[src/rtl/v850_dec_pkg.sv]
package v850_dec_pkg;

    localparam int XLEN       = 32;
    localparam int REG_ADDR_W = 5;
    localparam int NUM_GR     = 32;

    // Major opcode, bits 10:5
    typedef enum logic [5:0] {
        OP_AND      = 6'b001010,
        OP_ADD      = 6'b001110,
        OP_ADD_IMM5 = 6'b010010,
        OP_ADDI     = 6'b110000,
        OP_ANDI     = 6'b110110,
        OP_EXT      = 6'b111111    // Formats IX..XII, sub-opcode in upper half
    } op_e;

    // Sub-opcode, bits 26:16
    typedef enum logic [10:0] {
        SUB_BSW = 11'b01101000000,
        SUB_BSH = 11'b01101000010,
        SUB_ADF = 11'b01110100000  // cccc field taken as zero
    } sub_op_e;

    localparam logic [3:0] BCOND_OP = 4'b1011;  // Format III, bits 10:7

    typedef enum logic [3:0] {
        COND_V   = 4'b0000, COND_C  = 4'b0001, COND_Z  = 4'b0010, COND_NH = 4'b0011,
        COND_N   = 4'b0100, COND_T  = 4'b0101, COND_LT = 4'b0110, COND_LE = 4'b0111,
        COND_NV  = 4'b1000, COND_NC = 4'b1001, COND_NZ = 4'b1010, COND_H  = 4'b1011,
        COND_P   = 4'b1100, COND_SAT = 4'b1101, COND_GE = 4'b1110, COND_GT = 4'b1111
    } cond_e;

    // Execute circuit select
    typedef enum logic [4:0] {
        UNIT_NONE = 5'd0,
        UNIT_ADD  = 5'd1,
        UNIT_AND  = 5'd2,
        UNIT_BSH  = 5'd6,
        UNIT_BSW  = 5'd7
    } unit_e;

    // z at bit 0 up to sat at bit 4
    typedef struct packed {
        logic sat;
        logic cy;
        logic ov;
        logic s;
        logic z;
    } psw_t;

    typedef struct packed {
        logic [15:0]           upper;   // Next halfword, unused for 16-bit forms
        logic [REG_ADDR_W-1:0] reg2;
        op_e                   opcode;
        logic [REG_ADDR_W-1:0] reg1;    // imm5 in format II
    } fmt_i_t;

    typedef struct packed {
        logic [15:0] upper;
        logic [4:0]  disp_hi;           // disp9 bits 8:4
        logic [3:0]  opcode;
        logic [2:0]  disp_lo;           // disp9 bits 3:1
        cond_e       cond;
    } fmt_iii_t;

    typedef struct packed {
        logic [15:0]           imm16;
        logic [REG_ADDR_W-1:0] reg2;
        op_e                   opcode;
        logic [REG_ADDR_W-1:0] reg1;
    } fmt_vi_t;

    typedef struct packed {
        logic [REG_ADDR_W-1:0] reg3;
        logic [5:0]            sub_hi;
        cond_e                 cond;
        logic                  sub_lo;
        logic [REG_ADDR_W-1:0] reg2;
        op_e                   opcode;
        logic [REG_ADDR_W-1:0] reg1;
    } fmt_xi_t;

    typedef struct packed {
        logic [REG_ADDR_W-1:0] reg3;
        sub_op_e               sub;
        logic [REG_ADDR_W-1:0] reg2;
        op_e                   opcode;
        logic [REG_ADDR_W-1:0] reg1;    // Must be zero
    } fmt_xii_t;

    typedef union packed {
        fmt_i_t   fmt_i;
        fmt_iii_t fmt_iii;
        fmt_vi_t  fmt_vi;
        fmt_xi_t  fmt_xi;
        fmt_xii_t fmt_xii;
    } inst_u;

    typedef struct packed {
        logic [XLEN-1:0] pc;
        inst_u           inst;
    } fetch_t;

    typedef struct packed {
        logic [XLEN-1:0]       opa;
        logic [XLEN-1:0]       opb;
        logic                  incr;     // Carry-in for ADF
        logic [REG_ADDR_W-1:0] dest;
        unit_e                 unit;
    } dec_op_t;

    typedef struct packed {
        logic                  we;
        logic [REG_ADDR_W-1:0] addr;
        logic [XLEN-1:0]       data;
    } wb_t;

endpackage

[src/rtl/cond_eval.sv]
`timescale 1ns/1ps

module cond_eval (
    input  v850_dec_pkg::cond_e cond_i,
    input  v850_dec_pkg::psw_t  psw_i,
    output logic                cond_ok_o,
    output logic                cond_valid_o
);

    import v850_dec_pkg::*;

    logic lt;   // Signed less-than
    logic le;   // Signed less-or-equal

    assign lt = psw_i.s ^ psw_i.ov;
    assign le = lt | psw_i.z;

    always_comb begin
        case (cond_i)
            COND_V:   cond_ok_o = psw_i.ov;
            COND_NV:  cond_ok_o = !psw_i.ov;
            COND_C:   cond_ok_o = psw_i.cy;              // Also L
            COND_NC:  cond_ok_o = !psw_i.cy;             // Also NL
            COND_Z:   cond_ok_o = psw_i.z;
            COND_NZ:  cond_ok_o = !psw_i.z;
            COND_NH:  cond_ok_o = psw_i.cy | psw_i.z;
            COND_H:   cond_ok_o = !(psw_i.cy | psw_i.z);
            COND_N:   cond_ok_o = psw_i.s;
            COND_P:   cond_ok_o = !psw_i.s;
            COND_T:   cond_ok_o = 1'b1;
            COND_SAT: cond_ok_o = psw_i.sat;             // Bcond only
            COND_LT:  cond_ok_o = lt;
            COND_GE:  cond_ok_o = !lt;
            COND_LE:  cond_ok_o = le;
            COND_GT:  cond_ok_o = !le;
            default:  cond_ok_o = 1'b0;
        endcase
    end

    // ADF has no SAT form
    assign cond_valid_o = (cond_i != COND_SAT);

endmodule

[src/rtl/field_decode.sv]
`timescale 1ns/1ps

module field_decode (
    input  v850_dec_pkg::fetch_t                head_i,
    input  logic [v850_dec_pkg::XLEN-1:0]       rdata_a_i,
    input  logic [v850_dec_pkg::XLEN-1:0]       rdata_b_i,
    input  logic                                cond_ok_i,
    input  logic                                cond_valid_i,
    output logic [v850_dec_pkg::REG_ADDR_W-1:0] ra_o,
    output logic [v850_dec_pkg::REG_ADDR_W-1:0] rb_o,
    output v850_dec_pkg::cond_e                 cond_o,
    output v850_dec_pkg::dec_op_t               dec_o,
    output logic                                issue_o
);

    import v850_dec_pkg::*;

    fmt_i_t          fi;
    fmt_iii_t        fiii;
    fmt_vi_t         fvi;
    fmt_xi_t         fxi;
    fmt_xii_t        fxii;
    logic            is_bcond;
    logic            is_adf;
    logic            is_xii;
    logic [XLEN-1:0] imm5_sx;
    logic [XLEN-1:0] imm16_sx;
    logic [XLEN-1:0] imm16_zx;
    logic [XLEN-1:0] disp9_sx;
    logic [XLEN-1:0] bsh_val;
    logic [XLEN-1:0] bsw_val;

    // Same word, viewed per format
    assign fi   = head_i.inst.fmt_i;
    assign fiii = head_i.inst.fmt_iii;
    assign fvi  = head_i.inst.fmt_vi;
    assign fxi  = head_i.inst.fmt_xi;
    assign fxii = head_i.inst.fmt_xii;

    // reg1 and reg2 sit at the same bits in every kept format
    assign ra_o = fi.reg1;
    assign rb_o = fi.reg2;

    assign is_bcond = (fiii.opcode == BCOND_OP);
    assign is_adf   = (fxi.opcode == OP_EXT)
                    && ({fxi.sub_hi, 4'b0000, fxi.sub_lo} == SUB_ADF);  // cccc masked out
    assign is_xii   = (fxii.opcode == OP_EXT) && (fxii.reg1 == '0);

    // Bcond tests bits 3:0, ADF bits 20:17
    assign cond_o = is_bcond ? fiii.cond : fxi.cond;

    assign imm5_sx  = {{(XLEN-5){fi.reg1[4]}}, fi.reg1};
    assign imm16_sx = {{(XLEN-16){fvi.imm16[15]}}, fvi.imm16};
    assign imm16_zx = {{(XLEN-16){1'b0}}, fvi.imm16};
    assign disp9_sx = {{(XLEN-9){fiii.disp_hi[4]}}, fiii.disp_hi, fiii.disp_lo, 1'b0};

    // Byte swap inside each halfword
    assign bsh_val = {rdata_b_i[23:16], rdata_b_i[31:24], rdata_b_i[7:0], rdata_b_i[15:8]};
    // Full byte reversal
    assign bsw_val = {rdata_b_i[7:0], rdata_b_i[15:8], rdata_b_i[23:16], rdata_b_i[31:24]};

    always_comb begin
        dec_o   = '0;
        issue_o = 1'b0;
        case (fi.opcode)
            OP_ADD: begin                       // ADD reg1, reg2
                dec_o.opa  = rdata_a_i;
                dec_o.opb  = rdata_b_i;
                dec_o.dest = fi.reg2;
                dec_o.unit = UNIT_ADD;
                issue_o    = 1'b1;
            end
            OP_ADD_IMM5: begin                  // ADD imm5, reg2
                dec_o.opa  = imm5_sx;
                dec_o.opb  = rdata_b_i;
                dec_o.dest = fi.reg2;
                dec_o.unit = UNIT_ADD;
                issue_o    = 1'b1;
            end
            OP_ADDI: begin
                dec_o.opa  = rdata_a_i;
                dec_o.opb  = imm16_sx;
                dec_o.dest = fvi.reg2;
                dec_o.unit = UNIT_ADD;
                issue_o    = 1'b1;
            end
            OP_AND: begin
                dec_o.opa  = rdata_a_i;
                dec_o.opb  = rdata_b_i;
                dec_o.dest = fi.reg2;
                dec_o.unit = UNIT_AND;
                issue_o    = 1'b1;
            end
            OP_ANDI: begin
                dec_o.opa  = rdata_a_i;
                dec_o.opb  = imm16_zx;          // Logical immediate, no sign
                dec_o.dest = fvi.reg2;
                dec_o.unit = UNIT_AND;
                issue_o    = 1'b1;
            end
            OP_EXT: begin
                if (is_adf) begin
                    dec_o.opa  = rdata_a_i;
                    dec_o.opb  = rdata_b_i;
                    dec_o.incr = cond_ok_i;     // Condition feeds carry-in
                    dec_o.dest = fxi.reg3;
                    dec_o.unit = UNIT_ADD;
                    issue_o    = cond_valid_i;  // cccc 1101 dropped
                end else if (is_xii && (fxii.sub == SUB_BSH)) begin
                    dec_o.opb  = bsh_val;
                    dec_o.dest = fxii.reg3;
                    dec_o.unit = UNIT_BSH;
                    issue_o    = 1'b1;
                end else if (is_xii && (fxii.sub == SUB_BSW)) begin
                    dec_o.opb  = bsw_val;
                    dec_o.dest = fxii.reg3;
                    dec_o.unit = UNIT_BSW;
                    issue_o    = 1'b1;
                end
            end
            default: begin
                // Taken branch only, target formed in execute
                if (is_bcond && cond_ok_i) begin
                    dec_o.opa  = disp9_sx;
                    dec_o.opb  = head_i.pc;
                    dec_o.dest = '0;
                    dec_o.unit = UNIT_ADD;
                    issue_o    = 1'b1;
                end
            end
        endcase
    end

endmodule

[src/rtl/gr_file.sv]
`timescale 1ns/1ps

module gr_file (
    input  logic                                clk,
    input  logic                                rst_n_i,
    input  v850_dec_pkg::wb_t                   wb_i,
    input  logic [v850_dec_pkg::REG_ADDR_W-1:0] ra_i,
    input  logic [v850_dec_pkg::REG_ADDR_W-1:0] rb_i,
    output logic [v850_dec_pkg::XLEN-1:0]       rdata_a_o,
    output logic [v850_dec_pkg::XLEN-1:0]       rdata_b_o
);

    import v850_dec_pkg::*;

    // r0 has no storage
    logic [XLEN-1:0] regs [1:NUM_GR-1];

    always_ff @(posedge clk or negedge rst_n_i) begin
        if (!rst_n_i) begin
            for (int i = 1; i < NUM_GR; i++) begin
                regs[i] <= '0;
            end
        end else if (wb_i.we && (wb_i.addr != '0)) begin  // Writes to r0 dropped
            regs[wb_i.addr] <= wb_i.data;
        end
    end

    // Combinational read, new value seen the cycle after the write
    always_comb begin
        if (ra_i == '0) begin
            rdata_a_o = '0;
        end else begin
            rdata_a_o = regs[ra_i];
        end
    end

    always_comb begin
        if (rb_i == '0) begin
            rdata_b_o = '0;
        end else begin
            rdata_b_o = regs[rb_i];
        end
    end

endmodule

[src/rtl/inst_fifo.sv]
`timescale 1ns/1ps

module inst_fifo #(
    parameter int IN_DEPTH = 4
) (
    input  logic                 clk,
    input  logic                 rst_n_i,
    input  logic                 push_i,
    input  v850_dec_pkg::fetch_t data_i,
    input  logic                 pop_i,
    output logic                 head_valid_o,
    output v850_dec_pkg::fetch_t head_o,
    output logic                 credit_o
);

    import v850_dec_pkg::*;

    localparam int PTR_W = (IN_DEPTH > 1) ? $clog2(IN_DEPTH) : 1;
    localparam int CNT_W = $clog2(IN_DEPTH + 1);

    fetch_t           mem [IN_DEPTH];
    logic [PTR_W-1:0] wr_ptr;
    logic [PTR_W-1:0] rd_ptr;
    logic [CNT_W-1:0] count;

    // Payload storage
    always_ff @(posedge clk) begin
        if (push_i) begin
            mem[wr_ptr] <= data_i;
        end
    end

    always_ff @(posedge clk or negedge rst_n_i) begin
        if (!rst_n_i) begin
            wr_ptr   <= '0;
            rd_ptr   <= '0;
            count    <= '0;
            credit_o <= 1'b0;
        end else begin
            if (push_i) begin
                wr_ptr <= (wr_ptr == PTR_W'(IN_DEPTH - 1)) ? '0 : wr_ptr + 1'b1;  // Wrap
            end
            if (pop_i) begin
                rd_ptr <= (rd_ptr == PTR_W'(IN_DEPTH - 1)) ? '0 : rd_ptr + 1'b1;
            end
            case ({push_i, pop_i})
                2'b10:   count <= count + 1'b1;
                2'b01:   count <= count - 1'b1;
                default: count <= count;
            endcase
            credit_o <= pop_i;  // One credit back per entry freed
        end
    end

    assign head_valid_o = (count != '0);
    assign head_o       = mem[rd_ptr];

    // Fetch may only send while holding a credit, so a full buffer never sees a push
    a_no_push_when_full: assert property (
        @(posedge clk) disable iff (!rst_n_i)
        push_i |-> (count != CNT_W'(IN_DEPTH))
    ) else $error("inst_fifo: push while full, fetch credit violation");

endmodule

[src/rtl/op_issue.sv]
`timescale 1ns/1ps

module op_issue #(
    parameter int OUT_CREDITS = 2
) (
    input  logic                  clk,
    input  logic                  rst_n_i,
    input  logic                  head_valid_i,
    input  logic                  issue_i,
    input  v850_dec_pkg::dec_op_t dec_i,
    input  logic                  op_credit_i,
    output logic                  pop_o,
    output logic                  op_valid_o,
    output v850_dec_pkg::dec_op_t op_o
);

    localparam int CNT_W = $clog2(OUT_CREDITS + 1);

    logic [CNT_W-1:0] credit_cnt;
    logic             has_credit;
    logic             fire;         // Head issues this cycle
    logic [CNT_W:0]   in_flight;    // Outputs execute still holds, seen at the ports

    assign has_credit = (credit_cnt != '0);
    // Non-issuing heads drain without a credit
    assign pop_o      = head_valid_i && (!issue_i || has_credit);
    assign fire       = pop_o && issue_i;

    always_ff @(posedge clk or negedge rst_n_i) begin
        if (!rst_n_i) begin
            credit_cnt <= CNT_W'(OUT_CREDITS);
            op_valid_o <= 1'b0;
        end else begin
            op_valid_o <= fire;
            // Spent at issue so a stale count never double-books
            if (fire && !op_credit_i) begin
                credit_cnt <= credit_cnt - 1'b1;
            end else if (!fire && op_credit_i) begin
                credit_cnt <= credit_cnt + 1'b1;
            end
        end
    end

    always_ff @(posedge clk) begin
        if (fire) begin
            op_o <= dec_i;
        end
    end

    // Port-side count of outputs not yet credited back
    always_ff @(posedge clk or negedge rst_n_i) begin
        if (!rst_n_i) begin
            in_flight <= '0;
        end else begin
            in_flight <= in_flight + op_valid_o - op_credit_i;
        end
    end

    // Execute returns no more credits than were spent
    a_credit_bound: assert property (
        @(posedge clk) disable iff (!rst_n_i)
        credit_cnt <= CNT_W'(OUT_CREDITS)
    ) else $error("op_issue: credit count above OUT_CREDITS");

    // A new output needs a slot freed before the cycle it issued in
    a_valid_needs_credit: assert property (
        @(posedge clk) disable iff (!rst_n_i)
        op_valid_o |-> (in_flight + $past(op_credit_i)) < OUT_CREDITS
    ) else $error("op_issue: op_valid_o raised without a credit");

endmodule

[src/rtl/v850_decode_top.sv]
`timescale 1ns/1ps

module v850_decode_top #(
    parameter int IN_DEPTH    = 4,
    parameter int OUT_CREDITS = 2
) (
    input  logic                  clk,
    input  logic                  rst_n_i,
    input  logic                  fetch_valid_i,
    input  v850_dec_pkg::fetch_t  fetch_i,
    input  v850_dec_pkg::psw_t    psw_i,
    input  v850_dec_pkg::wb_t     wb_i,
    input  logic                  op_credit_i,
    output logic                  fetch_credit_o,
    output logic                  op_valid_o,
    output v850_dec_pkg::dec_op_t op_o
);

    import v850_dec_pkg::*;

    logic                  head_valid;
    fetch_t                head;
    logic                  pop;
    logic [REG_ADDR_W-1:0] ra;
    logic [REG_ADDR_W-1:0] rb;
    logic [XLEN-1:0]       rdata_a;
    logic [XLEN-1:0]       rdata_b;
    cond_e                 cond;
    logic                  cond_ok;
    logic                  cond_valid;
    dec_op_t               dec;
    logic                  issue;

    inst_fifo #(
        .IN_DEPTH (IN_DEPTH)
    ) i_inst_fifo (
        .clk          (clk),
        .rst_n_i      (rst_n_i),
        .push_i       (fetch_valid_i),
        .data_i       (fetch_i),
        .pop_i        (pop),
        .head_valid_o (head_valid),
        .head_o       (head),
        .credit_o     (fetch_credit_o)
    );

    gr_file i_gr_file (
        .clk       (clk),
        .rst_n_i   (rst_n_i),
        .wb_i      (wb_i),
        .ra_i      (ra),
        .rb_i      (rb),
        .rdata_a_o (rdata_a),
        .rdata_b_o (rdata_b)
    );

    // Flags taken live, in the pop cycle
    cond_eval i_cond_eval (
        .cond_i       (cond),
        .psw_i        (psw_i),
        .cond_ok_o    (cond_ok),
        .cond_valid_o (cond_valid)
    );

    field_decode i_field_decode (
        .head_i       (head),
        .rdata_a_i    (rdata_a),
        .rdata_b_i    (rdata_b),
        .cond_ok_i    (cond_ok),
        .cond_valid_i (cond_valid),
        .ra_o         (ra),
        .rb_o         (rb),
        .cond_o       (cond),
        .dec_o        (dec),
        .issue_o      (issue)
    );

    op_issue #(
        .OUT_CREDITS (OUT_CREDITS)
    ) i_op_issue (
        .clk          (clk),
        .rst_n_i      (rst_n_i),
        .head_valid_i (head_valid),
        .issue_i      (issue),
        .dec_i        (dec),
        .op_credit_i  (op_credit_i),
        .pop_o        (pop),
        .op_valid_o   (op_valid_o),
        .op_o         (op_o)
    );

endmodule

[config.mk]
export PLATFORM = sky130hd
export DESIGN_NAME = v850_decode_top
export DESIGN_NICKNAME = d
export VERILOG_FILES = /design/src/rtl/v850_dec_pkg.sv /design/src/rtl/cond_eval.sv /design/src/rtl/field_decode.sv /design/src/rtl/gr_file.sv /design/src/rtl/inst_fifo.sv /design/src/rtl/op_issue.sv /design/src/rtl/v850_decode_top.sv
export SDC_FILE = /design/constraint.sdc
export NUM_CORES = 2
export LEC_CHECK = 0
export ABC_AREA = 1
export ABC_CLOCK_PERIOD_IN_PS = 16850
export BUFFER_PORTS_ARGS = -buffer_cell sky130_fd_sc_hd__buf_4
export CELL_PAD_IN_SITES_DETAIL_PLACEMENT = 1
export CELL_PAD_IN_SITES_GLOBAL_PLACEMENT = 1
export CORE_MARGIN = 5
export CORE_UTILIZATION = 50
export DETAILED_ROUTE_END_ITERATION = 10
export PLACE_DENSITY_LB_ADDON = 0.1
export SYNTH_ARGS = -nofsm -noshare
export SYNTH_HDL_FRONTEND = slang
export SYNTH_HIERARCHICAL = 1
export SYNTH_SLANG_ARGS = --single-unit
[constraint.sdc]
create_clock -name clk -period 16.85 [get_ports clk]
set_input_delay 2.5275 -clock clk [delete_from_list [all_inputs] [get_ports clk]]
set_output_delay 2.5275 -clock clk [all_outputs]
set_load 0.02 [all_outputs]
==> metrics <==
ranking of synthesized cells by area dfrtp_1, nand2_1, edfxtp_1; Fin Clk Skew 33.3 ps; Critical Path Sink Type flip-flop; synthesized area 74,400 sq um; total power draw 17.5 mW; post-route antenna net violation count 0; Synth area leader dfrtp_1; # rows 141; Congestion Overflow GR 0; Area growth syn-to-layout 9.54%; largest net degree at the start of global routing 167; mean post-synth cell area 6.92 sq um; Inserted Clock Buffers 152; Final TNS setup 0 ps; clk buf depth 3; commonest non-fill, non-tap cell in the layout nand2_1; RSZ-0062 raised after global routing no; Worst setup SP type flip-flop; DRC violations left 0; Die Y 396 um; starting density of the core 50.3%; Buffers on Ports 187; worst rel slew slack 3.46%; I/O Pins 188; TritonCTS clock tree yes; sequential area share after synthesis 47.1%; Worst IR Drop VDD 0.248 mV; synth warn 6; post-layout min period 6670 ps; Placeable Area 148,000 sq um; post-synthesis cell type count 36; Slew Limit Fails 0; worst-margin pin slew 1440 ps; CTS sink cnt 1,334; flop-to-flop setup slack 10,180 ps; hold path cells 2; Hold Crit Class flip-flop to flip-flop; Initial DRC Count 9,369; Yosys top cell area share 33.7%; Hold Vio Cnt, Final 0; Final period util 39.6%; max-capacitance violation count 0; Leak Pwr 41.5 nW; Clk Latency, worst-skew pair 810 ps; drt first pass iters 5; Hold Crit Start i_gr_file/regs[687]; nets@finish 10,599; hold_ws 470 ps; hold_buf cts 0; commonest cells after routing, fill and taps aside nand2_1, nand3_1, inv_1; most used flip-flop cell after synthesis dfrtp_1; outcome completed; number of synthesized flops with an enable pin 331; Vias 76,758; gr usage total 42.4%; first-pass GRT wire length 502,000 um; Async SR Flop Fraction 75.2%; fin worst setup slack 10,180 ps; number of buffers added for setup after CTS 0; clock root buffer clkbuf_16; Synth Instances 10,756; die width 396 um; WHS Endpoint i_gr_file/regs[687]; post-synthesis register bit count 1,334; wire length per cell 27.1 um; Reg-to-Reg End i_op_issue/op_o[74]; crit path kind flip-flop to flip-flop; R2R depth 19; DP Wirelength 202,000 um; highest net fanout along the worst path 53; Clock transition at path regs 60 ps; Place WS 10,700 ps; H-tree Lvls 4; die area 157,000 sq um; Worst Path Arrival 7280 ps; placer's final routability congestion estimate 0.893; layout cells sized above 1 6.21%; vias in the first global route 78,088; final wirelength 340,000 um; initial antenna violation count 16; Critical Path RT 17,460 ps; DR vias/cell 6.12; PwrDens 214 nW/um^2; post-CTS sizing 0; reg2reg start i_inst_fifo/rd_ptr[1]; fmax 0.150 GHz; count of final setup violators 0
-- cells by family after synthesis --
| family | share of synthesized area [%] |
|---|---|
| fa+ha+maj | 0.145 |
| flops | 47.1 |
| compound gates | 7.14 |
| buf+inv | 9.87 |
| xor+xnor | 0.0236 |
| mux | 0.0151 |
| simple gates | 35.7 |
| other cells | 0.00504 |
-- worst max-delay path: stages (launching register included) --
cell and delay, ps:
dfrtp_2 530, inv_2 280, buf_4 610, o211ai_1 240, nand2_1 230, nand2_1 160, nor3_4 530, nand2_1 220
o21ai_0 420, nand2_1 280, nor2_1 160, nand3_1 90, nand2_1 70, nor2_1 40, nand4_1 300, nand2_2 150
inv_2 490, buf_4 340, nand2_1 870, nand3_1 380
-- report_power, final --
part,leakage [nW],internal [mW],switching [mW]
logic,23.0,2.19,7.39
registers,16.0,3.99,0.440
clock network,2.51,1.96,1.49
total,41.5,8.13,9.32
-- area by class of cell --
cell class | count | area [sq um]
Clock inverter | 58 | 708
Tap cell | 1930 | 2410
Timing Repair Buffer | 320 | 2470
Inverter | 1075 | 4080
Antenna cell | 8 | 20.0
Sequential cell | 1334 | 35000
Fill cell | 19117 | 66400
Multi-Input combinational cell | 7597 | 32300
Clock buffer | 225 | 4440
-- stage by stage --
stage                     cells  area (sq um)  utilization (%)
after floorplan           10757         74400                -
after global placement    12256         76300             51.6
after detailed placement  12256         76300             51.6
after CTS                 12539         81500             55.1
after global routing      12542         81500             55.1
final                     12547         81500             55.1
-- flip-flops by register name (all words and copies together), names as in the netlist --
register	count
i_gr_file/regs	992
i_inst_fifo/mem	256
i_op_issue/op_o	75
i_inst_fifo/count	3
i_inst_fifo/rd_ptr	2
i_inst_fifo/wr_ptr	2
i_op_issue/credit_cnt	2
i_inst_fifo/credit_o	1
i_op_issue/op_valid_o	1
-- worst max-delay path by stage --
stage | end | cells past startpoint | startpoint | slack (ps)
after CTS | i_op_issue/op_o[74] | 18 | i_inst_fifo/rd_ptr[1] | 10530
after detailed placement | i_op_issue/op_o[51] | 18 | i_inst_fifo/rd_ptr[1] | 10700
final | i_op_issue/op_o[74] | 19 | i_inst_fifo/rd_ptr[1] | 10180
after global placement | i_op_issue/op_o[74] | 18 | i_inst_fifo/rd_ptr[1] | 10920
after floorplan | i_op_issue/credit_cnt[1] | 15 | psw_i[2] | 9740
after global routing | i_op_issue/op_o[74] | 19 | i_inst_fifo/rd_ptr[1] | 10090
-- synth_stat cells, types with 7 or more instances --
cell and instances:
o21ai_0 608, buf_2 154, edfxtp_1 331, buf_6 31, o211ai_1 129, nor3_1 7
nand4_1 9, inv_1 1053, nor2_1 226, clkbuf_1 498, o21ai_1 21, a21oi_1 237
nand2_1 4989, buf_4 15, dfrtp_1 1002, buf_1 52, inv_2 21, ha_1 7
nand3_1 1334, nor2_2 9
-- metal layers --
| layer | part of all wire, % | vias up | wire [um] | GRT usage, % |
|---|---|---|---|---|
| met5 | 0.020 | - | 69 | 0 |
| met4 | 8.2 | 10 | 27800 | 27.9 |
| met3 | 10 | 1208 | 34400 | 9.74 |
| met2 | 43 | 4291 | 147000 | 64.5 |
| met1 | 38 | 38230 | 130000 | 54.4 |
| li1 | - | 33019 | - | - |
Note: power is estimated with default switching activity, not from simulation.
